`config.mk`:
```
export PLATFORM = sky130hd
export DESIGN_NAME = icache_tag_array_flat
export DESIGN_NICKNAME = d
export VERILOG_FILES = /design/src/icache_pkg.sv /design/src/icache_array_if.sv /design/src/icache_tag_array.sv /design/src/flat_wrapper.sv
export VERILOG_INCLUDE_DIRS = /design/src
export SDC_FILE = /design/constraint.sdc
export NUM_CORES = 2
export LEC_CHECK = 0
export BUFFER_PORTS_ARGS = -buffer_cell sky130_fd_sc_hd__buf_2
export CAP_MARGIN = 40
export CORE_ASPECT_RATIO = 1.5
export CORE_MARGIN = 3
export CORE_UTILIZATION = 50
export CTS_BUF_LIST = sky130_fd_sc_hd__clkbuf_4 sky130_fd_sc_hd__clkbuf_8 sky130_fd_sc_hd__clkbuf_16
export DETAILED_ROUTE_END_ITERATION = 8
export HOLD_SLACK_MARGIN = 0.05
export PLACE_DENSITY = 0.66
export SETUP_SLACK_MARGIN = 0.02
export SLEW_MARGIN = 20
export SYNTH_ARGS = -nofsm -noshare
export SYNTH_HDL_FRONTEND = slang
export SYNTH_SLANG_ARGS = --single-unit
```
`constraint.sdc`:
```
create_clock -name clk -period 3 [get_ports clk]
set_input_delay 0.15 -clock clk [delete_from_list [all_inputs] [get_ports clk]]
set_output_delay 0.15 -clock clk [all_outputs]
set_load 0.005 [all_outputs]
```
`src/icache_settings.svh`:
```
`ifndef ICACHE_SETTINGS_SVH
`define ICACHE_SETTINGS_SVH

// fetch address width in bits
`define ICACHE_ADDR_W 32

// 64-byte lines
`define ICACHE_OFFSET_W 6

// 128 lines, 8 KB in total
`define ICACHE_INDEX_W 7

// whatever is left of the address above index and offset
`define ICACHE_TAG_W 19

// 32-bit words per line, also the refill burst beat count
`define ICACHE_WORDS 16

// addresses below this go straight to memory and are never cached
`define ICACHE_UNCACHE_LIMIT 32'h8000_0000

`endif

```
`src/icache_pkg.sv`:
```
`default_nettype none

`include "icache_settings.svh"

package icache_pkg;

  // address fields, split as tag | index | offset
  typedef logic [`ICACHE_ADDR_W-1:0]  addr_t;
  typedef logic [`ICACHE_TAG_W-1:0]   tag_t;
  typedef logic [`ICACHE_INDEX_W-1:0] index_t;

  // word position inside a line (offset without the byte bits)
  typedef logic [$clog2(`ICACHE_WORDS)-1:0] word_sel_t;

  typedef logic [31:0] word_t;  // one instruction
  typedef logic [7:0]  burst_len_t;  // AXI ARLEN, beats minus one

  // controller FSM
  typedef enum logic [2:0] {
    IDLE,
    LOOKUP,
    REFILL_AR,
    REFILL_R,
    REREAD,
    UNC_AR,
    UNC_R
  } ctrl_state_e;

endpackage

`default_nettype wire

```
`src/icache_array_if.sv`:
```
`default_nettype none

interface icache_array_if import icache_pkg::*; ();

  // lookup position and compare tag, driven by the controller
  index_t    rd_index;
  word_sel_t rd_word;
  tag_t      rd_tag;

  // refill writes, one word per R beat
  logic      fill_we;
  word_sel_t fill_word;
  word_t     fill_data;
  logic      tag_we;  // last beat, line becomes valid

  // array results
  logic      hit;
  word_t     rd_data;

  modport ctrl (
    output rd_index, rd_word, rd_tag,
    output fill_we, fill_word, fill_data, tag_we,
    input  hit, rd_data
  );

  modport tag (
    input  rd_index, rd_tag, tag_we,
    output hit
  );

  modport data (
    input  rd_index, rd_word, fill_we, fill_word, fill_data,
    output rd_data
  );

endinterface

`default_nettype wire

```
`src/icache_tag_array.sv`:
```
`default_nettype none

`include "icache_settings.svh"

module icache_tag_array import icache_pkg::*; (
  input logic clk,
  input logic rst,

  icache_array_if.tag arr
);

  localparam int LINES = 1 << `ICACHE_INDEX_W;

  logic [LINES-1:0] valid_q;
  tag_t             tag_mem [LINES];

  // lookup index, registered alongside the data array read
  index_t idx_q;

  logic   tag_match;

  always_ff @(posedge clk) begin
    if (rst) begin
      valid_q <= '0;  // whole cache empty
    end else if (arr.tag_we) begin
      valid_q[arr.rd_index] <= 1'b1;
    end
  end

  always_ff @(posedge clk) begin
    if (arr.tag_we) begin
      tag_mem[arr.rd_index] <= arr.rd_tag;
    end
  end

  always_ff @(posedge clk) begin
    idx_q <= arr.rd_index;
  end

  // compared against the tag of the captured request
  assign tag_match = (tag_mem[idx_q] == arr.rd_tag);
  assign arr.hit   = valid_q[idx_q] && tag_match;

endmodule

`default_nettype wire

```
`src/flat_wrapper.sv`:
```
// flat-port wrapper written by rule: the top's interface ports become plain ports
module icache_tag_array_flat import icache_pkg::*;
  (clk, rst, arr_rd_index, arr_rd_tag, arr_tag_we, arr_hit);
  icache_array_if arr_i ();
  input logic clk;
  input logic rst;
  input wire logic [$bits(arr_i.rd_index)-1:0] arr_rd_index;
  input wire logic [$bits(arr_i.rd_tag)-1:0] arr_rd_tag;
  input wire logic [$bits(arr_i.tag_we)-1:0] arr_tag_we;
  output wire logic [$bits(arr_i.hit)-1:0] arr_hit;
  assign arr_i.rd_index = arr_rd_index;
  assign arr_i.rd_tag = arr_rd_tag;
  assign arr_i.tag_we = arr_tag_we;
  assign arr_hit = arr_i.hit;
  icache_tag_array u_core (.clk(clk), .rst(rst), .arr(arr_i));
endmodule
```
* Word level (Yosys, flattened, before mapping)
Memory sizes are Yosys's and may differ from the RTL's. A register that Yosys moved wholly into a read port is not among the register bits. Index checks and enable logic that the tools add are counted. Widths: inputs -> output; s select.
Storage, ports and cells: register bits 135, latch bits 0, bits in writable memories 2432, memory bits (read-only) 0, input bits 29, output and inout bits 1, logic and storage cells 16, memories 1
Memories:
- u_core.tag_mem | depth 128, width 19, rd ports 1, clocked after memory_dff 1, wr ports 1, line icache_tag_array.sv:15 | tag_t tag_mem [LINES];
Operators by class: $add $sub $neg 0, multipliers 0, divide/modulo/power cells 0, $lt $le $gt $ge 3, equality and inequality tests 1, shift operators 0, muxes and demuxes 6, bitwise logic cells 1, reductions and logical operators 2
Operator list (number):
- $or 128x128->128 | 1
- $eq 19x19->1 | 1
- $lt 7x8->1 const B | 2
- $bmux 1 s7 | 1
- $demux 1 s7 | 1
- $ge 7x1->1 const B | 1
- $mux 1 | 4
- $logic_and 1x1->1 | 2

* Logic depth before layout (Yosys ltp)
word-level depth 5, mapped depth 16, depth with buffers taken out 9

* Least setup slack after synthesis
OpenSTA, ideal clock, no wires.
kind reg2out, from reg u_core.idx_q[0], to out arr_hit, arrival time 2817 ps, data required time 2850 ps, path slack 33 ps, stages on the path, launching flop included 13, path buffers 4, cells stage by stage dfxtp_1 buf_6 buf_12 buf_6 buf_2 mux4_2 o22ai_1 nor2_1 xor2_1 a211oi_1 a31oi_1 or3_1 nor4_2
Between the ends: cells in the longest elaborated chain, start to end 3
RTL lines:
- from (decl) | line icache_tag_array.sv:18 | index_t idx_q;
- from (signal assigned) | line icache_tag_array.sv:37 | idx_q <= arr.rd_index;
- $bmux 1 s7 | line icache_tag_array.sv:42 | assign arr.hit = valid_q[idx_q] && tag_match;
- $mux 1 (not written as such) | line icache_tag_array.sv:42
- $logic_and 1x1->1 | line icache_tag_array.sv:42
- to (decl) | line flat_wrapper.sv:10 | output wire logic [$bits(arr_i.hit)-1:0] arr_hit;
Every way passes these cells. The select of a mux whose other input is x is not followed.

* Final worst setup path
from reg u_core.idx_q[2], to out arr_hit
Same word-level chain as after synthesis.

==> impl_metrics.py <==
metrics = {
    "hold_path": {
        "hold_class": "input port to flip-flop",
    },
    "floorplan": {
        "coreArea_um2": 197000,
        "pin_count": 30,
        "start_util": 0.505,
        "fp-row-count": 199,
        "die_area_um2": 204000,
        "die_h_um": 552,
        "die_x_um": 370,
    },
    "power": {
        "power_uw": 73700,
        "power_density_nw_per_um2": 623,
        "ir_worst_vdd_mv": 0.577,
        "p_leak_uw": 0.0393,
    },
    "grt": {
        "grt_pass1_vias": 55400,
        "grt_pass1_wl_um": 446000,
        "antenna_found_initial": 25,
        "track_usage": 0.317,
        "gr-total-overflow": 0,
        "grt_max_degree": 76,
    },
    "synthesis": {
        "yosys.area.top_type": "edfxtp_1",
        "yosysUniqueCellTypes": 78,
        "ys_seq_elements": 2567,
        "synth_edf_count": 2432,
        "synth_warnings": 0,
        "yosysMostFrequentCell": "edfxtp_1",
        "synth_top_area_share": 0.735,
        "netlist_top_cells_area": "edfxtp_1 73%, mux4_2 12%, mux2i_1 2.7%",
        "ys.flop_type": "edfxtp_1",
        "netlist_area_um2": 99400,
        "syn_inst": 4937,
        "ys_seq_area_frac": 0.762,
        "synth_fp_nets": 4966,
        "synth_common_cells": "2,432 x edfxtp_1, 528 x mux4_2, 451 x nor2_1",
        "synth_area_per_cell_um2": 20.1,
        "async_flop_share": 0,
    },
    "place": {
        "finalWeightedCongestion": 0.983,
        "place_hpwl_um": 212000,
        "port_buffers": 29,
        "dpl-instance-area_um2": 109000,
        "dpl.cell_count": 8137,
    },
    "route": {
        "drt-total-wl_um": 325000,
        "post_drt_wl_per_cell_um": 37.7,
        "vias": 56400,
        "ant_nets": 0,
        "drc": 0,
        "via_per_inst": 6.53,
        "dr.first_iter.drc_count": 8240,
        "first_pass_iters": 6,
    },
    "setup_path": {
        "worstSetupPathType": "flip-flop to output port",
        "start_kind": "flip-flop",
        "required_ps": 2850,
        "cp_data_arrival_time_ps": 4840,
        "cp-end-kind": "output port",
        "worstPathMaxFanout": 30,
    },
    "timing": {
        "setup_viol": 1,
        "finalWorstSetupSlack_ps": -1990,
        "hold_violations": 0,
        "tightest_slew_ps": 919,
        "fin_crit_ps": 4990,
        "rsz0062_at_grt": "true",
        "drv_slew": 0,
        "whs_ps": 111,
        "skew_ps": 0,
        "max_slew_margin": 0.387,
        "max_freq_mhz": 201,
        "timing.final.crit_share": 1.66,
    },
    "finish": {
        "stdcell_count": 8632,
        "stdcell_area_um2": 118000,
        "drive_gt1_frac": 0.345,
        "syn_to_final_growth_pct": 19.0,
        "nets": 5861,
    },
    "cts": {
        "clock_path_buffers": 4,
        "cts.sinks": 2567,
        "root_buffer": "clkbuf_16",
        "cts_tree": "yes",
        "insertion_delay_ps": 840,
        "clkTransAtPathRegs_ps": 70,
        "h-tree-depth": 4,
        "cts_inserted_buffers": 223,
    },
    "flow_run": {
        "maxCapViolations": 0,
    },
    "run_status": {
        "status": "complete, but fails checks",
        "violations": "negative setup slack",
    },
}
[critical path, stage by stage (launching register included)]
cell and delay (ps):
dfxtp_4 380, buf_12 120, buf_12 220, mux4_2 550, o21ai_1 320, nand2_1 270, or3_1 430, a311o_1 350
nor4_2 150, buf_4 160, a32oi_4 150, nor4_4 530, buf_4 190, buf_2 100
[cells in the final DEF (no fill, tap or decap), types with 52 or more instances in the layout]
master | netlist | routed
edfxtp_1 | 2432 | 2432
buf_4 | 33 | 745
mux4_2 | 528 | 528
nor2_1 | 451 | 315
mux2i_1 | 273 | 272
clkbuf_16 | 0 | 231
nor2_2 | 0 | 136
dfxtp_1 | 135 | 129
buf_12 | 8 | 122
nand2_1 | 112 | 110
a22oi_1 | 101 | 95
o22ai_1 | 57 | 53
a21oi_1 | 58 | 52
[kinds of logic (layout without fill, tap and decap cells)]
group,count (synthesis),after routing,share of synthesized area
compound gates,432,432,0.0315
simple gates,798,798,0.0360
flops,2567,2567,0.762
other cells,0,9,0
xor+xnor,40,40,0.00352
mux,819,819,0.150
buf+inv,281,1354,0.0172
[through the flow]
stage                      util  worst slack (ps)  setup TNS (ps)
after floorplan               -              32.7               0
after global placement    0.556             -1720           -1720
after detailed placement  0.556             -1740           -1740
after CTS                 0.599             -1890           -1890
after global routing      0.601             -2040           -2040
final                     0.601             -1990           -1990
[final timing paths]
kind                               startpoint                                to  slack (ps)  cells after the start
max                   u_core.idx_q[2]$_DFF_P_                           arr_hit       -1990                     13
min                            arr_rd_tag[17]  u_core.tag_mem[95][17]$_DFFE_PP_         110                      2
min reg2reg  u_core.valid_q[109]$_SDFFE_PP0P_  u_core.valid_q[109]$_SDFFE_PP0P_         470                      2
max reg2reg   u_core.valid_q[38]$_SDFFE_PP0P_   u_core.valid_q[38]$_SDFFE_PP0P_        2340                      2
[area by class of cell]
| type | count | area, um^2 |
|---|---|---|
| antenna | 9 | 22.5 |
| clock buffer | 301 | 6400 |
| clock inverter | 102 | 922 |
| fill | 14100 | 78400 |
| inverter | 9 | 35.0 |
| multi-input combinational | 2089 | 22700 |
| sequential | 2567 | 75800 |
| tap | 2613 | 3270 |
| timing repair buffer | 942 | 9160 |
[repair_timing]
item | 4_1_cts | 5_1_grt
setup endpoints to repair | 1 | 1
setup buffers | 24 | 20
hold buffers | 28 | 0
endpoints found under the hold margin | 912 | 0
pin swaps | 11 | 12
gates cloned | 8 | 2
resized for setup | 87 | 27
[sequential cells by signal, indices dropped and copies added (netlist names)]
signal          count
u_core.tag_mem   2432
u_core.idx_q        7
u_core.valid_q    128
[layer usage]
| layer | routed length, um | share of wire | global-route usage |
|---|---|---|---|
| met2 | 158000 | 0.49 | 0.515 |
| met4 | 29800 | 0.092 | 0.230 |
| met3 | 30300 | 0.093 | 0.0576 |
| met5 | 48 | 0.00015 | 0 |
| met1 | 107000 | 0.33 | 0.383 |
[report_power, final]
part           switching [uW]  total, uW  internal, uW
Clock                   12800      28900         16200
Sequential               57.9      39400         39300
Combinational            3270       5360          2080
Total                   16100      73700         57600
(Power assumes the default switching activity.)
