--- src/icache_settings.svh ---
`ifndef ICACHE_SETTINGS_SVH
`define ICACHE_SETTINGS_SVH

// fetch address width in bits
`define ICACHE_ADDR_W 32

// 64-byte lines
`define ICACHE_OFFSET_W 6

// 128 lines, 8 KB in total
`define ICACHE_INDEX_W 7

// whatever is left of the address above index and offset
`define ICACHE_TAG_W 19

// 32-bit words per line, also the refill burst beat count
`define ICACHE_WORDS 16

// addresses below this go straight to memory and are never cached
`define ICACHE_UNCACHE_LIMIT 32'h8000_0000

`endif

--- src/icache_pkg.sv ---
`default_nettype none

`include "icache_settings.svh"

package icache_pkg;

  // address fields, split as tag | index | offset
  typedef logic [`ICACHE_ADDR_W-1:0]  addr_t;
  typedef logic [`ICACHE_TAG_W-1:0]   tag_t;
  typedef logic [`ICACHE_INDEX_W-1:0] index_t;

  // word position inside a line (offset without the byte bits)
  typedef logic [$clog2(`ICACHE_WORDS)-1:0] word_sel_t;

  typedef logic [31:0] word_t;  // one instruction
  typedef logic [7:0]  burst_len_t;  // AXI ARLEN, beats minus one

  // controller FSM
  typedef enum logic [2:0] {
    IDLE,
    LOOKUP,
    REFILL_AR,
    REFILL_R,
    REREAD,
    UNC_AR,
    UNC_R
  } ctrl_state_e;

endpackage

`default_nettype wire

--- src/icache_array_if.sv ---
`default_nettype none

interface icache_array_if import icache_pkg::*; ();

  // lookup position and compare tag, driven by the controller
  index_t    rd_index;
  word_sel_t rd_word;
  tag_t      rd_tag;

  // refill writes, one word per R beat
  logic      fill_we;
  word_sel_t fill_word;
  word_t     fill_data;
  logic      tag_we;  // last beat, line becomes valid

  // array results
  logic      hit;
  word_t     rd_data;

  modport ctrl (
    output rd_index, rd_word, rd_tag,
    output fill_we, fill_word, fill_data, tag_we,
    input  hit, rd_data
  );

  modport tag (
    input  rd_index, rd_tag, tag_we,
    output hit
  );

  modport data (
    input  rd_index, rd_word, fill_we, fill_word, fill_data,
    output rd_data
  );

endinterface

`default_nettype wire

--- src/icache_ctrl.sv ---
`default_nettype none

`include "icache_settings.svh"

module icache_ctrl import icache_pkg::*; (
  input  logic       clk,
  input  logic       rst,

  // fetch side
  input  addr_t      fetch_addr_i,
  input  logic       fetch_valid_i,
  output logic       fetch_ready_o,
  output word_t      fetch_rdata_o,
  output logic       fetch_rdata_valid_o,

  // AXI4 read address channel
  output addr_t      m_axi_araddr_o,
  output burst_len_t m_axi_arlen_o,
  output logic       m_axi_arvalid_o,
  input  logic       m_axi_arready_i,

  // AXI4 read data channel
  input  word_t      m_axi_rdata_i,
  input  logic       m_axi_rvalid_i,
  input  logic       m_axi_rlast_i,
  output logic       m_axi_rready_o,

  icache_array_if.ctrl arr
);

  localparam int OFF_W = `ICACHE_OFFSET_W;
  localparam int IDX_W = `ICACHE_INDEX_W;

  // full line refill, beats minus one
  localparam burst_len_t REFILL_LEN = burst_len_t'(`ICACHE_WORDS - 1);
  localparam addr_t      UNC_LIMIT  = addr_t'(`ICACHE_UNCACHE_LIMIT);

  ctrl_state_e state_q;
  ctrl_state_e state_d;

  addr_t     req_addr_q;  // captured on acceptance
  word_sel_t beat_cnt_q;  // refill beat position
  word_t     unc_data_q;
  logic      unc_valid_q;

  // fields of the incoming and the captured address
  index_t    fetch_index;
  word_sel_t fetch_word;
  tag_t      req_tag;
  index_t    req_index;
  word_sel_t req_word;
  addr_t     line_addr;

  logic      uncached;
  logic      accept;
  logic      r_beat;
  logic      lookup_hit;

  assign fetch_index = fetch_addr_i[OFF_W +: IDX_W];
  assign fetch_word  = fetch_addr_i[OFF_W-1:2];
  assign req_tag     = req_addr_q[`ICACHE_ADDR_W-1 -: `ICACHE_TAG_W];
  assign req_index   = req_addr_q[OFF_W +: IDX_W];
  assign req_word    = req_addr_q[OFF_W-1:2];
  assign line_addr   = {req_addr_q[`ICACHE_ADDR_W-1:OFF_W], {OFF_W{1'b0}}};

  // low region goes to memory directly
  assign uncached = (req_addr_q < UNC_LIMIT);

  assign accept = fetch_ready_o && fetch_valid_i;
  assign r_beat = m_axi_rvalid_i && m_axi_rready_o;

  // tag compare is valid only in LOOKUP, against the captured tag
  assign lookup_hit = (state_q == LOOKUP) && !uncached && arr.hit;

  always_comb begin
    state_d = state_q;
    case (state_q)
      IDLE: begin
        if (fetch_valid_i) begin
          state_d = LOOKUP;
        end
      end
      LOOKUP: begin
        if (uncached) begin
          state_d = UNC_AR;
        end else if (!arr.hit) begin
          state_d = REFILL_AR;
        end else begin
          state_d = IDLE;
        end
      end
      REFILL_AR: begin
        if (m_axi_arready_i) begin
          state_d = REFILL_R;
        end
      end
      REFILL_R: begin
        if (r_beat && m_axi_rlast_i) begin
          state_d = REREAD;
        end
      end
      REREAD:  state_d = LOOKUP;  // one cycle for the registered data read
      UNC_AR: begin
        if (m_axi_arready_i) begin
          state_d = UNC_R;
        end
      end
      UNC_R: begin
        if (r_beat) begin
          state_d = IDLE;
        end
      end
      default: state_d = IDLE;
    endcase
  end

  always_ff @(posedge clk) begin
    if (rst) begin
      state_q     <= IDLE;
      beat_cnt_q  <= '0;
      unc_valid_q <= 1'b0;
    end else begin
      state_q     <= state_d;
      unc_valid_q <= (state_q == UNC_R) && r_beat;  // response one cycle after the beat
      if (state_q == REFILL_AR) begin
        beat_cnt_q <= '0;
      end else if ((state_q == REFILL_R) && r_beat) begin
        beat_cnt_q <= beat_cnt_q + 1'b1;
      end
    end
  end

  // request and uncached payload
  always_ff @(posedge clk) begin
    if (accept) begin
      req_addr_q <= fetch_addr_i;
    end
    if ((state_q == UNC_R) && r_beat) begin
      unc_data_q <= m_axi_rdata_i;
    end
  end

  assign fetch_ready_o       = (state_q == IDLE);
  assign fetch_rdata_valid_o = lookup_hit || unc_valid_q;
  assign fetch_rdata_o       = unc_valid_q ? unc_data_q : arr.rd_data;

  // address and length hold while arvalid is high since req_addr_q does not move
  assign m_axi_arvalid_o = (state_q == REFILL_AR) || (state_q == UNC_AR);
  assign m_axi_araddr_o  = (state_q == UNC_AR) ? req_addr_q : line_addr;
  assign m_axi_arlen_o   = (state_q == UNC_AR) ? burst_len_t'(0) : REFILL_LEN;
  assign m_axi_rready_o  = (state_q == REFILL_R) || (state_q == UNC_R);

  // in IDLE the arrays see the incoming address so a hit answers next cycle
  assign arr.rd_index = fetch_ready_o ? fetch_index : req_index;
  assign arr.rd_word  = fetch_ready_o ? fetch_word : req_word;
  assign arr.rd_tag   = req_tag;

  assign arr.fill_we   = (state_q == REFILL_R) && r_beat;
  assign arr.fill_word = beat_cnt_q;
  assign arr.fill_data = m_axi_rdata_i;
  assign arr.tag_we    = arr.fill_we && m_axi_rlast_i;  // line complete

endmodule

`default_nettype wire

--- src/flat_wrapper.sv ---
// flat-port wrapper written by rule: the top's interface ports become plain ports
module icache_ctrl_flat import icache_pkg::*;
  (clk, rst, fetch_addr_i, fetch_valid_i, fetch_ready_o, fetch_rdata_o, fetch_rdata_valid_o, m_axi_araddr_o, m_axi_arlen_o, m_axi_arvalid_o, m_axi_arready_i, m_axi_rdata_i, m_axi_rvalid_i, m_axi_rlast_i, m_axi_rready_o, arr_rd_index, arr_rd_word, arr_rd_tag, arr_fill_we, arr_fill_word, arr_fill_data, arr_tag_we, arr_hit, arr_rd_data);
  icache_array_if arr_i ();
  input  logic clk;
  input  logic rst;
  input  addr_t fetch_addr_i;
  input  logic fetch_valid_i;
  output logic fetch_ready_o;
  output word_t fetch_rdata_o;
  output logic fetch_rdata_valid_o;
  output addr_t m_axi_araddr_o;
  output burst_len_t m_axi_arlen_o;
  output logic m_axi_arvalid_o;
  input  logic m_axi_arready_i;
  input  word_t m_axi_rdata_i;
  input  logic m_axi_rvalid_i;
  input  logic m_axi_rlast_i;
  output logic m_axi_rready_o;
  output wire logic [$bits(arr_i.rd_index)-1:0] arr_rd_index;
  output wire logic [$bits(arr_i.rd_word)-1:0] arr_rd_word;
  output wire logic [$bits(arr_i.rd_tag)-1:0] arr_rd_tag;
  output wire logic [$bits(arr_i.fill_we)-1:0] arr_fill_we;
  output wire logic [$bits(arr_i.fill_word)-1:0] arr_fill_word;
  output wire logic [$bits(arr_i.fill_data)-1:0] arr_fill_data;
  output wire logic [$bits(arr_i.tag_we)-1:0] arr_tag_we;
  input wire logic [$bits(arr_i.hit)-1:0] arr_hit;
  input wire logic [$bits(arr_i.rd_data)-1:0] arr_rd_data;
  assign arr_rd_index = arr_i.rd_index;
  assign arr_rd_word = arr_i.rd_word;
  assign arr_rd_tag = arr_i.rd_tag;
  assign arr_fill_we = arr_i.fill_we;
  assign arr_fill_word = arr_i.fill_word;
  assign arr_fill_data = arr_i.fill_data;
  assign arr_tag_we = arr_i.tag_we;
  assign arr_i.hit = arr_hit;
  assign arr_i.rd_data = arr_rd_data;
  icache_ctrl u_core (.clk(clk), .rst(rst), .fetch_addr_i(fetch_addr_i), .fetch_valid_i(fetch_valid_i), .fetch_ready_o(fetch_ready_o), .fetch_rdata_o(fetch_rdata_o), .fetch_rdata_valid_o(fetch_rdata_valid_o), .m_axi_araddr_o(m_axi_araddr_o), .m_axi_arlen_o(m_axi_arlen_o), .m_axi_arvalid_o(m_axi_arvalid_o), .m_axi_arready_i(m_axi_arready_i), .m_axi_rdata_i(m_axi_rdata_i), .m_axi_rvalid_i(m_axi_rvalid_i), .m_axi_rlast_i(m_axi_rlast_i), .m_axi_rready_o(m_axi_rready_o), .arr(arr_i));
endmodule
--- config.mk ---
export PLATFORM = sky130hd
export DESIGN_NAME = icache_ctrl_flat
export DESIGN_NICKNAME = d
export VERILOG_FILES = /design/src/icache_pkg.sv /design/src/icache_array_if.sv /design/src/icache_ctrl.sv /design/src/flat_wrapper.sv
export VERILOG_INCLUDE_DIRS = /design/src
export SDC_FILE = /design/constraint.sdc
export NUM_CORES = 1
export LEC_CHECK = 0
export BUFFER_PORTS_ARGS = -buffer_cell sky130_fd_sc_hd__buf_2
export CAP_MARGIN = 20
export CORE_MARGIN = 2
export CORE_UTILIZATION = 30
export DETAILED_ROUTE_END_ITERATION = 10
export SLEW_MARGIN = 40
export SYNTH_ARGS = -nofsm -noshare
export SYNTH_HDL_FRONTEND = slang
export SYNTH_SLANG_ARGS = --single-unit
--- constraint.sdc ---
create_clock -name clk -period 7.9 [get_ports clk]
set_input_delay 1.185 -clock clk [delete_from_list [all_inputs] [get_ports clk]]
set_output_delay 1.185 -clock clk [all_outputs]
set_load 0.02 [all_outputs]
* Yosys cells after proc, flatten, opt, wreduce, memory -nomap -nowiden
Cells that the tools add are included.
Word-level totals: bits in registers 72, latch bits 0, memory bits (writable) 0, memory bits (read-only) 0, memories kept 0
Cells by class: add/sub/neg operators 1, multiply operators 0, divide/modulo/power cells 0, order comparisons 1, equality and inequality tests 11, shifts and indexed selects 0, muxes and demuxes 13, bitwise operators 0, reduce and logical (&&, ||, !) cells 15
Operator list (number):
- < comparator 32 bit (second input constant) | 1
- 2-to-1 mux 32 bit | 1
- case mux 3 bit (7 select lines) | 1
- 2-to-1 mux 3 bit | 6
- == test 3 bit (second input constant) | 3
- logical AND 1 bit | 8
- 2-to-1 mux 4 bit | 2
- 2-to-1 mux 7 bit | 1
- == test 3 x 2 -> 1 bit (second input constant) | 2
- 2-to-1 mux 6 bit | 1
- inequality test 2 bit (second input constant) | 3
- AND reduction 5 bit | 1
- adder 4 x 1 -> 4 bit (second input constant) | 1
- inequality test 2 x 1 -> 1 bit (second input constant) | 2
- == test 3 x 1 -> 1 bit (second input constant) | 1
- logical NOT 3 bit | 1
- logical OR 1 bit | 3
- 2-to-1 mux 2 bit | 1
- OR reduction 2 bit | 1
- logical NOT 1 bit | 1

* Depth between registers and ports, before layout
Gate-level depths: netlist of the first run.
depth after elaboration 6, mapped depth 6, mapped depth without buffers 4

* Worst setup path before layout of the first run
No wires, ideal clock.
path kind input to output, start input m_axi_rvalid_i, end output arr_tag_we, arrival 1.987 ns, data required time 6.715 ns, path slack 4.728 ns, cell stages on the path 3, path buffers 1, path through and4b_1 clkbuf_1 and2_1
Between the ends: cells in the longest elaborated chain, start to end 3
RTL lines:
- start, declared | line flat_wrapper.sv:17 | input logic m_axi_rvalid_i;
- logical AND 1 bit | line icache_ctrl.sv:70 | assign r_beat = m_axi_rvalid_i && m_axi_rready_o;
- logical AND 1 bit | line icache_ctrl.sv:158 | assign arr.fill_we = (state_q == REFILL_R) && r_beat;
- named net arr_fill_we | line flat_wrapper.sv:23 | output wire logic [$bits(arr_i.fill_we)-1:0] arr_fill_we;
- logical AND 1 bit | line icache_ctrl.sv:161 | assign arr.tag_we = arr.fill_we && m_axi_rlast_i;
- end, declared | line flat_wrapper.sv:26 | output wire logic [$bits(arr_i.tag_we)-1:0] arr_tag_we;
The timed path passes the listed nets, and every way through them passes these cells.

* Worst setup path in the final report of the first run
start register u_core.state_q[2], end output arr_rd_index[2]
Between the ends: cells in the longest elaborated chain, start to end 2
RTL lines:
- start, declared | line icache_ctrl.sv:38 | ctrl_state_e state_q;
- start signal, assigned | line icache_ctrl.sv:123 | state_q <= state_d;
- logical NOT 3 bit | line icache_ctrl.sv:143 | assign fetch_ready_o = (state_q == IDLE);
- 2-to-1 mux 7 bit | line icache_ctrl.sv:154 | assign arr.rd_index = fetch_ready_o ? fetch_index : req_index;
- end, declared | line flat_wrapper.sv:20 | output wire logic [$bits(arr_i.rd_index)-1:0] arr_rd_index;
No other way between the ends.

==> summary.txt, run 1 <==
final total negative setup slack -> 0 ps
number of clock buffers inserted by TritonCTS -> 9
clock root buffer -> sky130_fd_sc_hd__clkbuf_16
launch point of the worst reg-to-reg path -> u_core.state_q[2]$_SDFFE_PP0P_
synth warn -> 0
worst-case clock buffer depth -> 2
leading cell types by total area after synthesis -> sky130_fd_sc_hd__edfxtp_1, sky130_fd_sc_hd__buf_4, sky130_fd_sc_hd__mux2_2
layout overhead on the synthesized area -> 28.9%
most frequent cell after synthesis -> sky130_fd_sc_hd__buf_4
critical path class -> register to primary output
final weighted congestion in routability-driven placement -> 0.768
total grt overflow -> 0
die span in x -> 114 um
ratio of cells with drive above 1 in the final layout -> 70.3%
number of setup violations in the final report -> 0
Final Hold Viols -> 0
antenna diode instance count -> 0
number of buffer cells added on primary ports -> 242
DP Wirelength -> 6.33 mm
Post-synth EDFFs -> 64
critical path's slowest cell -> sky130_fd_sc_hd__nor3_4
worst setup path endpoint -> arr_rd_index[2]
proportion of synthesized chip area in sequential cells -> 57.8%
fin. max-slew vios -> 0
number of unique standard cell types used by synthesis -> 33
startpoint type of the worst setup path -> register
Reg area -> 2080 um2
sum of buffers and inverters on the critical path -> 1
endpoint kind of the worst setup timing path -> primary output
CP Max Fanout -> 19
number of violations of the max-capacitance limit -> 0
DR WL/cell -> 13.8 um
number of register bits inferred by synthesis -> 72
cell taking the most area after synthesis -> sky130_fd_sc_hd__edfxtp_1
dominant register cell in the synthesized netlist -> sky130_fd_sc_hd__edfxtp_1
largest voltage drop on the vdd net -> 0.0000793 V
# hold bufs at CTS -> 0
Rel. slew slack -> 60.0%
proportion of synthesized flip-flops having asynchronous set or reset -> 0%
quantity of gates resized following cts -> 0
kind of cell adding the most delay to the critical path -> simple AND/OR/NAND/NOR gates
total wire length -> 8.05 mm
Final Net Count -> 534
f_max -> 321 MHz
number of buffers inserted to repair setup after CTS -> 0
Tightest Hold Check Type -> register to register
clock-pin slew on the worst setup and hold paths -> 50 ps
share of the synthesized area in the top cell type -> 53.3%
data required time at the worst endpoint -> 6710 ps
unrepaired setup endpoints after global routing -> no
Crit path depth -> 3
cells traversed along the worst timing path -> nor3_4 -> mux2_2 -> buf_2
filler cell count in the final layout -> 1144
standby leakage power -> 2.12 nW
initial antenna violation count -> 1
via-per-instance ratio -> 4.29
post-layout minimum cycle time -> 3110 ps
area of the mapped netlist -> 3600 um2
largest net degree at the start of global routing -> 34
TritonCTS clock tree -> yes
CTS HTree Levels -> 3
outcome -> completed
number of instances in the synthesized netlist -> 264
area of combinational cells with multiple inputs -> 875 um2
Avg Inst Size Synth -> 13.7 um2
floorplan die area -> 12900 um2
row count -> 40
arrival time at the worst endpoint -> 1930 ps
routed vias -> 2496
synth cell count leaders -> sky130_fd_sc_hd__buf_4, sky130_fd_sc_hd__edfxtp_1, sky130_fd_sc_hd__mux2_2
antenna-violating nets left -> 0
PwrDens -> 249 nW/um2
slew at the pin with the worst max-slew slack -> 599 ps
Critical Path Source -> u_core.state_q[2]$_SDFFE_PP0P_
final clock skew -> 4.16 ps
placeable core area -> 11900 um2
height of the chip -> 114 um
number of sinks driven by the clock tree -> 72
final-layout worst hold slack -> 515 ps
vias in the first global route -> 2274
clock latency at the later pin of the worst-skew pair -> 330 ps
I/O pin count -> 247
Period Utilization, post-route -> 39.4%
global-route wire length before repair -> 11.6 mm
setup slack, reg-to-reg -> 5790 ps
starting DRC count in detailed routing -> 121
endpoint of the most critical register-to-register path -> u_core.req_addr_q[28]$_DFFE_PP_
Crit path largest cell delay -> 540 ps
Register-to-Register Path Depth -> 3
Pre-antenna DRT Iters -> 4
starting utilization of the core area -> 30.4%
number of design rule violations left after detail routing -> 0
Global Route Usage Sum -> 12.0%
[through the flow]
| step | instance area [um2] | total power, mW | utilization [%] | worst slack (ps) | instances |
|---|---|---|---|---|---|
| 4_1_cts | 4650 | 1.18 | 39.2 | 4750 | 582 |
| 2_1_floorplan | 3620 | 0.752 | - | 4730 | 267 |
| 3_3_place_gp | 4370 | 0.808 | 36.8 | 4810 | 565 |
| 6_report | 4650 | 1.16 | 39.2 | 4790 | 582 |
| 5_1_grt | 4650 | 1.22 | 39.2 | 4620 | 582 |
| 3_5_place_dp | 4390 | 0.816 | 37.0 | 4790 | 566 |
[placed cells by master (no fill, tap or decap), types with 2 or more instances in the layout]
cell and count:
sky130_fd_sc_hd__buf_2 242, sky130_fd_sc_hd__edfxtp_1 64, sky130_fd_sc_hd__mux2_2 43, sky130_fd_sc_hd__clkbuf_16 9
sky130_fd_sc_hd__dfxtp_1 8, sky130_fd_sc_hd__and3_1 6, sky130_fd_sc_hd__nor2_1 6, sky130_fd_sc_hd__nand2_1 4
sky130_fd_sc_hd__mux2i_1 4, sky130_fd_sc_hd__conb_1 4, sky130_fd_sc_hd__clkinv_2 4, sky130_fd_sc_hd__nor2b_1 3
sky130_fd_sc_hd__and2_1 3, sky130_fd_sc_hd__or2b_1 3, sky130_fd_sc_hd__a21oi_1 3, sky130_fd_sc_hd__inv_1 2
sky130_fd_sc_hd__xor2_1 2, sky130_fd_sc_hd__nor3_1 2, sky130_fd_sc_hd__clkbuf_1 2, sky130_fd_sc_hd__buf_4 2
[routing by layer]
layer	up-vias	GRT usage, %	part of all wire [%]
li1	1189	-	-
met1	1128	13.6	39
met2	166	19.7	48
met3	13	4.20	11
met4	0	6.59	2.2
met5	-	0	0
[flip-flops by register name, indices dropped and copies added (netlist names)]
name                  cells
u_core.unc_valid_q        1
u_core.arr.fill_word      4
u_core.unc_data_q        32
u_core.state_q            3
u_core.req_addr_q        32
[power by group]
part	internal (mW)	total (mW)	switching, mW
combinational	0.123	0.322	0.199
sequential	0.458	0.483	0.0251
clock	0.209	0.353	0.144
[worst min path at each step]
stage | start | end | slack (ps) | cells after the start
2_1_floorplan | u_core.arr.fill_word[1]$_SDFFE_PP0N_ | u_core.arr.fill_word[1]$_SDFFE_PP0N_ | 610 | 2
3_3_place_gp | u_core.arr.fill_word[3]$_SDFFE_PP0N_ | u_core.arr.fill_word[3]$_SDFFE_PP0N_ | 500 | 2
3_5_place_dp | u_core.arr.fill_word[3]$_SDFFE_PP0N_ | u_core.arr.fill_word[3]$_SDFFE_PP0N_ | 510 | 2
4_1_cts | u_core.arr.fill_word[3]$_SDFFE_PP0N_ | u_core.arr.fill_word[3]$_SDFFE_PP0N_ | 530 | 2
5_1_grt | u_core.arr.fill_word[3]$_SDFFE_PP0N_ | u_core.arr.fill_word[3]$_SDFFE_PP0N_ | 540 | 2
6_report | u_core.arr.fill_word[3]$_SDFFE_PP0N_ | u_core.arr.fill_word[3]$_SDFFE_PP0N_ | 510 | 2
[final cells by class]
class	count	area share, %
Sequential cell	72	44.8
Timing Repair Buffer	245	26.7
Multi-Input combinational cell	100	18.8
Clock buffer	11	5.01
Tap cell	147	3.96
Clock inverter	5	0.512
Inverter	2	0.162
[worst min-delay path, delay by kind of cell, from the launching register on]
family        cells  cell delay [ps]
simple gates      1               80
xor+xnor          1               70
flops             1              330
[cell families after synthesis]
logic type                 after synthesis  synth area share (%)
buffers and inverters                   95                  18.8
muxes                                   48                  15.0
AOI/OAI and AO/OA                       10                  1.94
and+or+nand+nor                         34                  5.35
other                                    1                 0.104
DFF                                     72                  57.8
adders and majority gates                1                 0.347
xor gates and xnor gates                 3                 0.729
Power figures use the tool's default switching activity.
==> run 2, diff against run 1 <==
Clock period 7.9 ns to 2.7 ns, I/O delays scaled along.
==> run 2 against run 1 <==
Compared with the run above: sequential power grew to 2.9 times the previous value; register-to-register slack lost 5000 ps; largest cell class unchanged; critical path depth is the same; utilization grew 0.84 points; global-route usage is essentially flat; die area is the same; via count shrank 0.88%; power grew to 3.2 times the previous value; first-iteration DRC count shrank 40%; clock power grew to 3.8 times the previous value; combinational power grew to 3.0 times the previous value; sequential cell count is the same.
==> summary.txt, run 2 (synthesized netlist as in run 1, its figures left out) <==
ratio of cells with drive above 1 in the final layout -> 70.6% (+0.30 points)
vias in the first global route -> 2277 (+0.13%)
number of sinks driven by the clock tree -> 72 (unchanged)
clock root buffer -> sky130_fd_sc_hd__clkbuf_16
post-layout minimum cycle time -> 2150 ps
height of the chip -> 114 um (unchanged)
number of clock buffers inserted by TritonCTS -> 9 (unchanged)
filler cell count in the final layout -> 1121 (-2.0%)
endpoint kind of the worst setup timing path -> primary output
setup slack, reg-to-reg -> 790 ps (-5000 ps)
DP Wirelength -> 6.31 mm (-0.34%)
net switching power of the design -> 1.09 mW (+190%)
hold path cells -> 1 (-1)
DR WL/cell -> 13.8 um (-0.53%)
final total negative setup slack -> 0 ps (unchanged)
Pre-antenna DRT Iters -> 4 (unchanged)
launch point of the worst reg-to-reg path -> u_core.state_q[2]$_SDFFE_PP0P_
arrival time at the worst endpoint -> 1750 ps (-180 ps)
most used cells in the layout excluding fill and tap cells -> sky130_fd_sc_hd__buf_2, sky130_fd_sc_hd__edfxtp_1, sky130_fd_sc_hd__mux2_2
slack of the critical path -> 546 ps (-4240 ps)
standby leakage power -> 2.15 nW (+1.8%)
worst-case clock buffer depth -> 2 (unchanged)
I/O pin count -> 247 (unchanged)
row count -> 40 (unchanged)
switch share -> 29.4% (-2.4 points)
quantity of gates resized following cts -> 0 (unchanged)
portion of total power attributed to the clock network -> 35.9% (+5.4 points)
clock-pin slew on the worst setup and hold paths -> 50 ps (about the same)
via-per-instance ratio -> 4.24 (-1.2%)
total grt overflow -> 0 (unchanged)
initial antenna violation count -> 2 (+1)
pre-CTS setup slack -> 756 ps (-4040 ps)
# hold bufs at CTS -> 0 (unchanged)
unrepaired setup endpoints after global routing -> no
Tightest Hold Check Type -> input port to register
critical path class -> register to primary output
number of buffer cells added on primary ports -> 242 (unchanged)
largest voltage drop on the vdd net -> 0.000272 V (+240%)
leading cell type in the layout, fill and taps excluded -> sky130_fd_sc_hd__buf_2
fin. max-slew vios -> 0 (unchanged)
final core utilization -> 40.0% (+0.84 points)
starting DRC count in detailed routing -> 73 (-40%)
Register-to-Register Path Depth -> 3 (unchanged)
cell area after layout -> 4750 um2 (+2.2%)
capture endpoint of the worst hold path -> u_core.req_addr_q[13]$_DFFE_PP_
die span in x -> 114 um (unchanged)
total wire length -> 8.04 mm (-0.19%)
placeable core area -> 11900 um2 (unchanged)
Final Net Count -> 535 (+0.19%)
starting utilization of the core area -> 30.4% (unchanged)
number of violations of the max-capacitance limit -> 0 (unchanged)
layout overhead on the synthesized area -> 31.7%
antenna-violating nets left -> 0 (unchanged)
internal power consumption -> 2.61 mW (+230%)
largest net degree at the start of global routing -> 33 (-2.9%)
TritonCTS clock tree -> yes
post-detailed-placement cell area -> 4410 um2 (+0.43%)
Rel. slew slack -> 64.4% (+4.4 points)
Worst Min Path Start -> fetch_addr_i[13]
number of setup violations in the final report -> 0 (unchanged)
outcome -> completed
clock latency at the later pin of the worst-skew pair -> 330 ps (about the same)
final clock skew -> 4.86 ps (+0.700 ps)
number of design rule violations left after detail routing -> 0 (unchanged)
endpoint of the most critical register-to-register path -> u_core.unc_data_q[1]$_DFFE_PP_
Period Utilization, post-route -> 79.8%
data required time at the worst endpoint -> 2300 ps (-4410 ps)
Global Route Usage Sum -> 11.9% (-0.025 points)
f_max -> 464 MHz
startpoint type of the worst setup path -> register
power share of the sequential group -> 38.1% (-3.6 points)
Comb power frac -> 26.0% (-1.8 points)
final weighted congestion in routability-driven placement -> 0.810 (+5.5%)
slew at the pin with the worst max-slew slack -> 533 ps (-65.6 ps)
CP Max Fanout -> 9 (-10)
PwrDens -> 778 nW/um2 (+210%)
final-layout worst hold slack -> 251 ps (-264 ps)
routed vias -> 2474 (-0.88%)
number of buffers inserted to repair setup after CTS -> 0 (unchanged)
Final Hold Viols -> 0 (unchanged)
floorplan die area -> 12900 um2 (unchanged)
global-route wire length before repair -> 11.5 mm (-0.66%)
CTS HTree Levels -> 3 (unchanged)
==> run 2: cell count changes in the layout (fill, tap and decap cells not counted) <==
cell,previous run,this run
sky130_fd_sc_hd__diode_2,0,1
sky130_fd_sc_hd__nor3_2,0,1
sky130_fd_sc_hd__clkbuf_1,2,0
sky130_fd_sc_hd__nor3_4,1,0
sky130_fd_sc_hd__buf_8,1,0
sky130_fd_sc_hd__clkinv_2,4,1
sky130_fd_sc_hd__clkinv_1,1,2
sky130_fd_sc_hd__buf_12,0,2
sky130_fd_sc_hd__clkinvlp_4,0,1
sky130_fd_sc_hd__bufinv_16,0,3
==> run 2: worst max-delay path by stage <==
stage,startpoint,to,slack (ps),depth (start not counted)
global placement,u_core.state_q[2]$_SDFFE_PP0P_,u_core.unc_data_q[21]$_DFFE_PP_,840,3
finish,u_core.state_q[0]$_SDFFE_PP0P_,m_axi_araddr_o[2],550,3
detailed placement,u_core.state_q[2]$_SDFFE_PP0P_,u_core.unc_data_q[7]$_DFFE_PP_,760,3
CTS,u_core.state_q[2]$_SDFFE_PP0P_,m_axi_rready_o,510,3
global route,u_core.state_q[2]$_SDFFE_PP0P_,m_axi_rready_o,360,3
floorplan,u_core.state_q[2]$_SDFFE_PP0P_,u_core.unc_data_q[0]$_DFFE_PP_,160,3
==> run 2: power by group through the flow <==
| stage | clock network (mW) | logic (mW) | registers [mW] |
|---|---|---|---|
| global placement | 0 | 0.962 | 1.42 |
| finish | 1.33 | 0.960 | 1.41 |
| CTS | 1.37 | 0.971 | 1.41 |
| detailed placement | 0 | 0.969 | 1.43 |
| floorplan | 0 | 0.798 | 1.40 |
| global route | 1.41 | 1.03 | 1.42 |
==> run 2: layout make-up <==
type / instances / area (um2) / area share [%]
multi-input cells: 100 / 868 / 18.3
well taps: 147 / 184 / 3.88
repair buffers: 246 / 1270 / 26.7
diodes: 1 / 2.50 / 0.0527
clock inverters: 7 / 110 / 2.32
inverters: 2 / 7.51 / 0.158
clock buffers: 9 / 225 / 4.75
flip-flops and latches: 72 / 2080 / 43.9
==> run 2: per-stage QoR <==
stage	total power [mW]	cells
2_1_floorplan	2.20	267
3_3_place_gp	2.39	567
3_5_place_dp	2.40	567
4_1_cts	3.75	583
5_1_grt	3.86	583
6_report	3.69	584
==> run 2: metal layers <==
metal / global-route usage, % / vias to the layer above / share of wire [%]
li1: - / 1183 / -
met1: 13.5 / 1112 / 39
met2: 20.1 / 164 / 49
met3: 3.93 / 13 / 9.7
met4: 6.10 / 2 / 2.1
met5: 0 / - / 0.10
==> run 2: critical path, stage by stage, from the launching register on <==
cell and delay [ps]:
sky130_fd_sc_hd__dfxtp_1 490, sky130_fd_sc_hd__nor2b_1 500, sky130_fd_sc_hd__and3_1 260, sky130_fd_sc_hd__buf_2 170
==> run 3, diff against run 2 <==
Clock period 2.7 ns to 1.82 ns, I/O delays scaled along.
==> run 3 against run 2 <==
Compared with the run above: the flow now finishes with violations (setup timing); worst setup slack worse by 570 ps; sequential cell count did not move; first-iteration DRC count decreased by 21%; combinational power rose by 87%; cell area up 4.0%; clock power up 29%; count of clock-buffer cells in the layout increased by 3; power increased by 51%; global-route usage up 0.58 points.
==> summary.txt, run 3 (synthesized netlist as in run 1, its figures left out) <==
filler cell count in the final layout -> 1115 (-0.54%)
DP Wirelength -> 6.32 mm (+0.18%)
clock-pin slew on the worst setup and hold paths -> 60 ps (about the same)
switch share -> 30.3% (+0.88 points)
final weighted congestion in routability-driven placement -> 0.771 (-4.8%)
leading cell type in the layout, fill and taps excluded -> sky130_fd_sc_hd__buf_2
portion of total power attributed to the clock network -> 30.8% (-5.1 points)
Register-to-Register Path Depth -> 5 (+2)
clock root buffer -> sky130_fd_sc_hd__clkbuf_16
routed vias -> 2566 (+3.7%)
Reg area -> 2090 um2 (+0.24%)
largest net degree at the start of global routing -> 33 (unchanged)
internal power consumption -> 3.90 mW (+50%)
Tightest Hold Check Type -> input port to register
largest voltage drop on the vdd net -> 0.000331 V (+22%)
starting DRC count in detailed routing -> 58 (-21%)
number of clock buffers inserted by TritonCTS -> 9 (unchanged)
endpoint kind of the worst setup timing path -> primary output
failing checks -> setup timing
floorplan die area -> 12900 um2 (unchanged)
ratio of cells with drive above 1 in the final layout -> 72.8% (+2.1 points)
net switching power of the design -> 1.69 mW (+56%)
number of sinks driven by the clock tree -> 72 (unchanged)
global-route wire length before repair -> 12.1 mm (+5.1%)
Comb power frac -> 32.1% (+6.1 points)
I/O pin count -> 247 (unchanged)
critical path class -> register to primary output
post-detailed-placement cell area -> 4430 um2 (+0.45%)
# hold bufs at CTS -> 0 (unchanged)
unrepaired setup endpoints after global routing -> yes
fin. max-slew vios -> 0 (unchanged)
CP Max Fanout -> 7 (-2)
Worst Min Path Start -> fetch_addr_i[22]
total grt overflow -> 0 (unchanged)
starting utilization of the core area -> 30.4% (unchanged)
vias in the first global route -> 2396 (+5.2%)
total wire length -> 8.39 mm (+4.4%)
f_max -> 541 MHz
TritonCTS clock tree -> yes
number of buffer cells added on primary ports -> 242 (unchanged)
number of design rule violations left after detail routing -> 0 (unchanged)
data required time at the worst endpoint -> 1550 ps (-750 ps)
layout overhead on the synthesized area -> 37.0%
power share of the sequential group -> 37.1% (-1.0 points)
Global Route Usage Sum -> 12.5% (+0.58 points)
capture endpoint of the worst hold path -> u_core.req_addr_q[22]$_DFFE_PP_
row count -> 40 (unchanged)
setup slack, reg-to-reg -> 160 ps (-630 ps)
cell area after layout -> 4940 um2 (+4.0%)
slack of the critical path -> -27.1 ps (-573 ps)
outcome -> complete, but fails checks
via-per-instance ratio -> 4.31 (+1.8%)
antenna-violating nets left -> 0 (unchanged)
launch point of the worst reg-to-reg path -> u_core.state_q[0]$_SDFFE_PP0P_
area of combinational cells with multiple inputs -> 931 um2 (+7.2%)
CTS HTree Levels -> 3 (unchanged)
hold path cells -> 1 (unchanged)
DR WL/cell -> 14.1 um (+2.5%)
height of the chip -> 114 um (unchanged)
placeable core area -> 11900 um2 (unchanged)
Power, Total -> 5.59 mW (+51%)
PwrDens -> 1130 nW/um2 (+46%)
most used cells in the layout excluding fill and tap cells -> sky130_fd_sc_hd__buf_2, sky130_fd_sc_hd__edfxtp_1, sky130_fd_sc_hd__mux2_2
clock latency at the later pin of the worst-skew pair -> 330 ps (about the same)
startpoint type of the worst setup path -> register
initial antenna violation count -> 1 (-1)
Final Net Count -> 547 (+2.2%)
number of violations of the max-capacitance limit -> 0 (unchanged)
final clock skew -> 8.05 ps (+3.19 ps)
Pre-antenna DRT Iters -> 4 (unchanged)
antenna diode instance count -> 0 (-1)
worst-case clock buffer depth -> 2 (unchanged)
number of setup violations in the final report -> 8 (+8)
post-layout minimum cycle time -> 1850 ps
endpoint of the most critical register-to-register path -> u_core.state_q[1]$_SDFFE_PP0P_
arrival time at the worst endpoint -> 1570 ps (-180 ps)
Final Hold Viols -> 0 (unchanged)
die span in x -> 114 um (unchanged)
standby leakage power -> 2.28 nW (+6.1%)
Period Utilization, post-route -> 101%
[run 3: power by group through the flow]
stage	clock network (mW)	registers, mW	logic, mW
after CTS	1.79	2.08	1.72
final	1.72	2.07	1.80
after floorplan	0	2.08	1.19
after detailed placement	0	2.11	1.46
after global placement	0	2.10	1.45
after global routing	1.86	2.09	1.90
[run 3: critical path, stage by stage, from the launching register on]
cell,delay (ps)
sky130_fd_sc_hd__dfxtp_2,320
sky130_fd_sc_hd__buf_6,110
sky130_fd_sc_hd__nor3_4,160
sky130_fd_sc_hd__buf_6,190
sky130_fd_sc_hd__mux2_4,320
sky130_fd_sc_hd__buf_6,130
[run 3: worst max-delay path by stage]
stage	start	to	slack, ps	cells past startpoint
after global placement	u_core.state_q[2]$_SDFFE_PP0P_	u_core.req_addr_q[18]$_DFFE_PP_	220	4
after detailed placement	u_core.state_q[2]$_SDFFE_PP0P_	u_core.req_addr_q[16]$_DFFE_PP_	180	4
final	u_core.state_q[2]$_SDFFE_PP0P_	arr_rd_word[2]	-30	5
after global routing	u_core.state_q[2]$_SDFFE_PP0P_	arr_rd_word[2]	-100	5
after CTS	u_core.state_q[2]$_SDFFE_PP0P_	arr_rd_index[0]	-90	5
after floorplan	u_core.state_q[2]$_SDFFE_PP0P_	u_core.req_addr_q[0]$_DFFE_PP_	30	4
[run 3: area by class of cell]
cell class                 instances  area share (%)
clock inverter                     4           0.912
tap                              147            3.73
timing repair buffer             258            29.1
multi-input combinational        100            18.9
sequential                        72            42.3
inverter                           2           0.152
clock buffer                      12            4.99
[run 3: through the flow]
| step | setup TNS, ps | cells | utilization [%] | setup slack (ps) | hold WS [ps] |
|---|---|---|---|---|---|
| floorplan | 0 | 267 | - | 25.9 | 352 |
| global placement | 0 | 571 | 37.3 | 221 | 451 |
| detailed placement | 0 | 571 | 37.3 | 180 | 452 |
| CTS | -914 | 592 | 41.2 | -94.7 | 95.8 |
| global route | -932 | 595 | 41.6 | -104 | 100 |
| finish | -122 | 595 | 41.6 | -27.1 | 117 |
[run 3: repair_timing]
| item | CTS | global route |
|---|---|---|
| endpoints found under the setup margin | 20 | 16 |
| gates resized for setup | 42 | 8 |
| cloned | 1 | 0 |
| buffers inserted | 4 | 3 |
| pin swaps | 2 | 1 |
[run 3: routing by layer]
layer	global-route usage, %	share of wire [%]	vias up
li1	-	-	1209
met1	14.1	39	1167
met2	21.1	49	175
met3	3.99	9.7	13
met4	6.83	2.0	2
met5	0	0.19	-
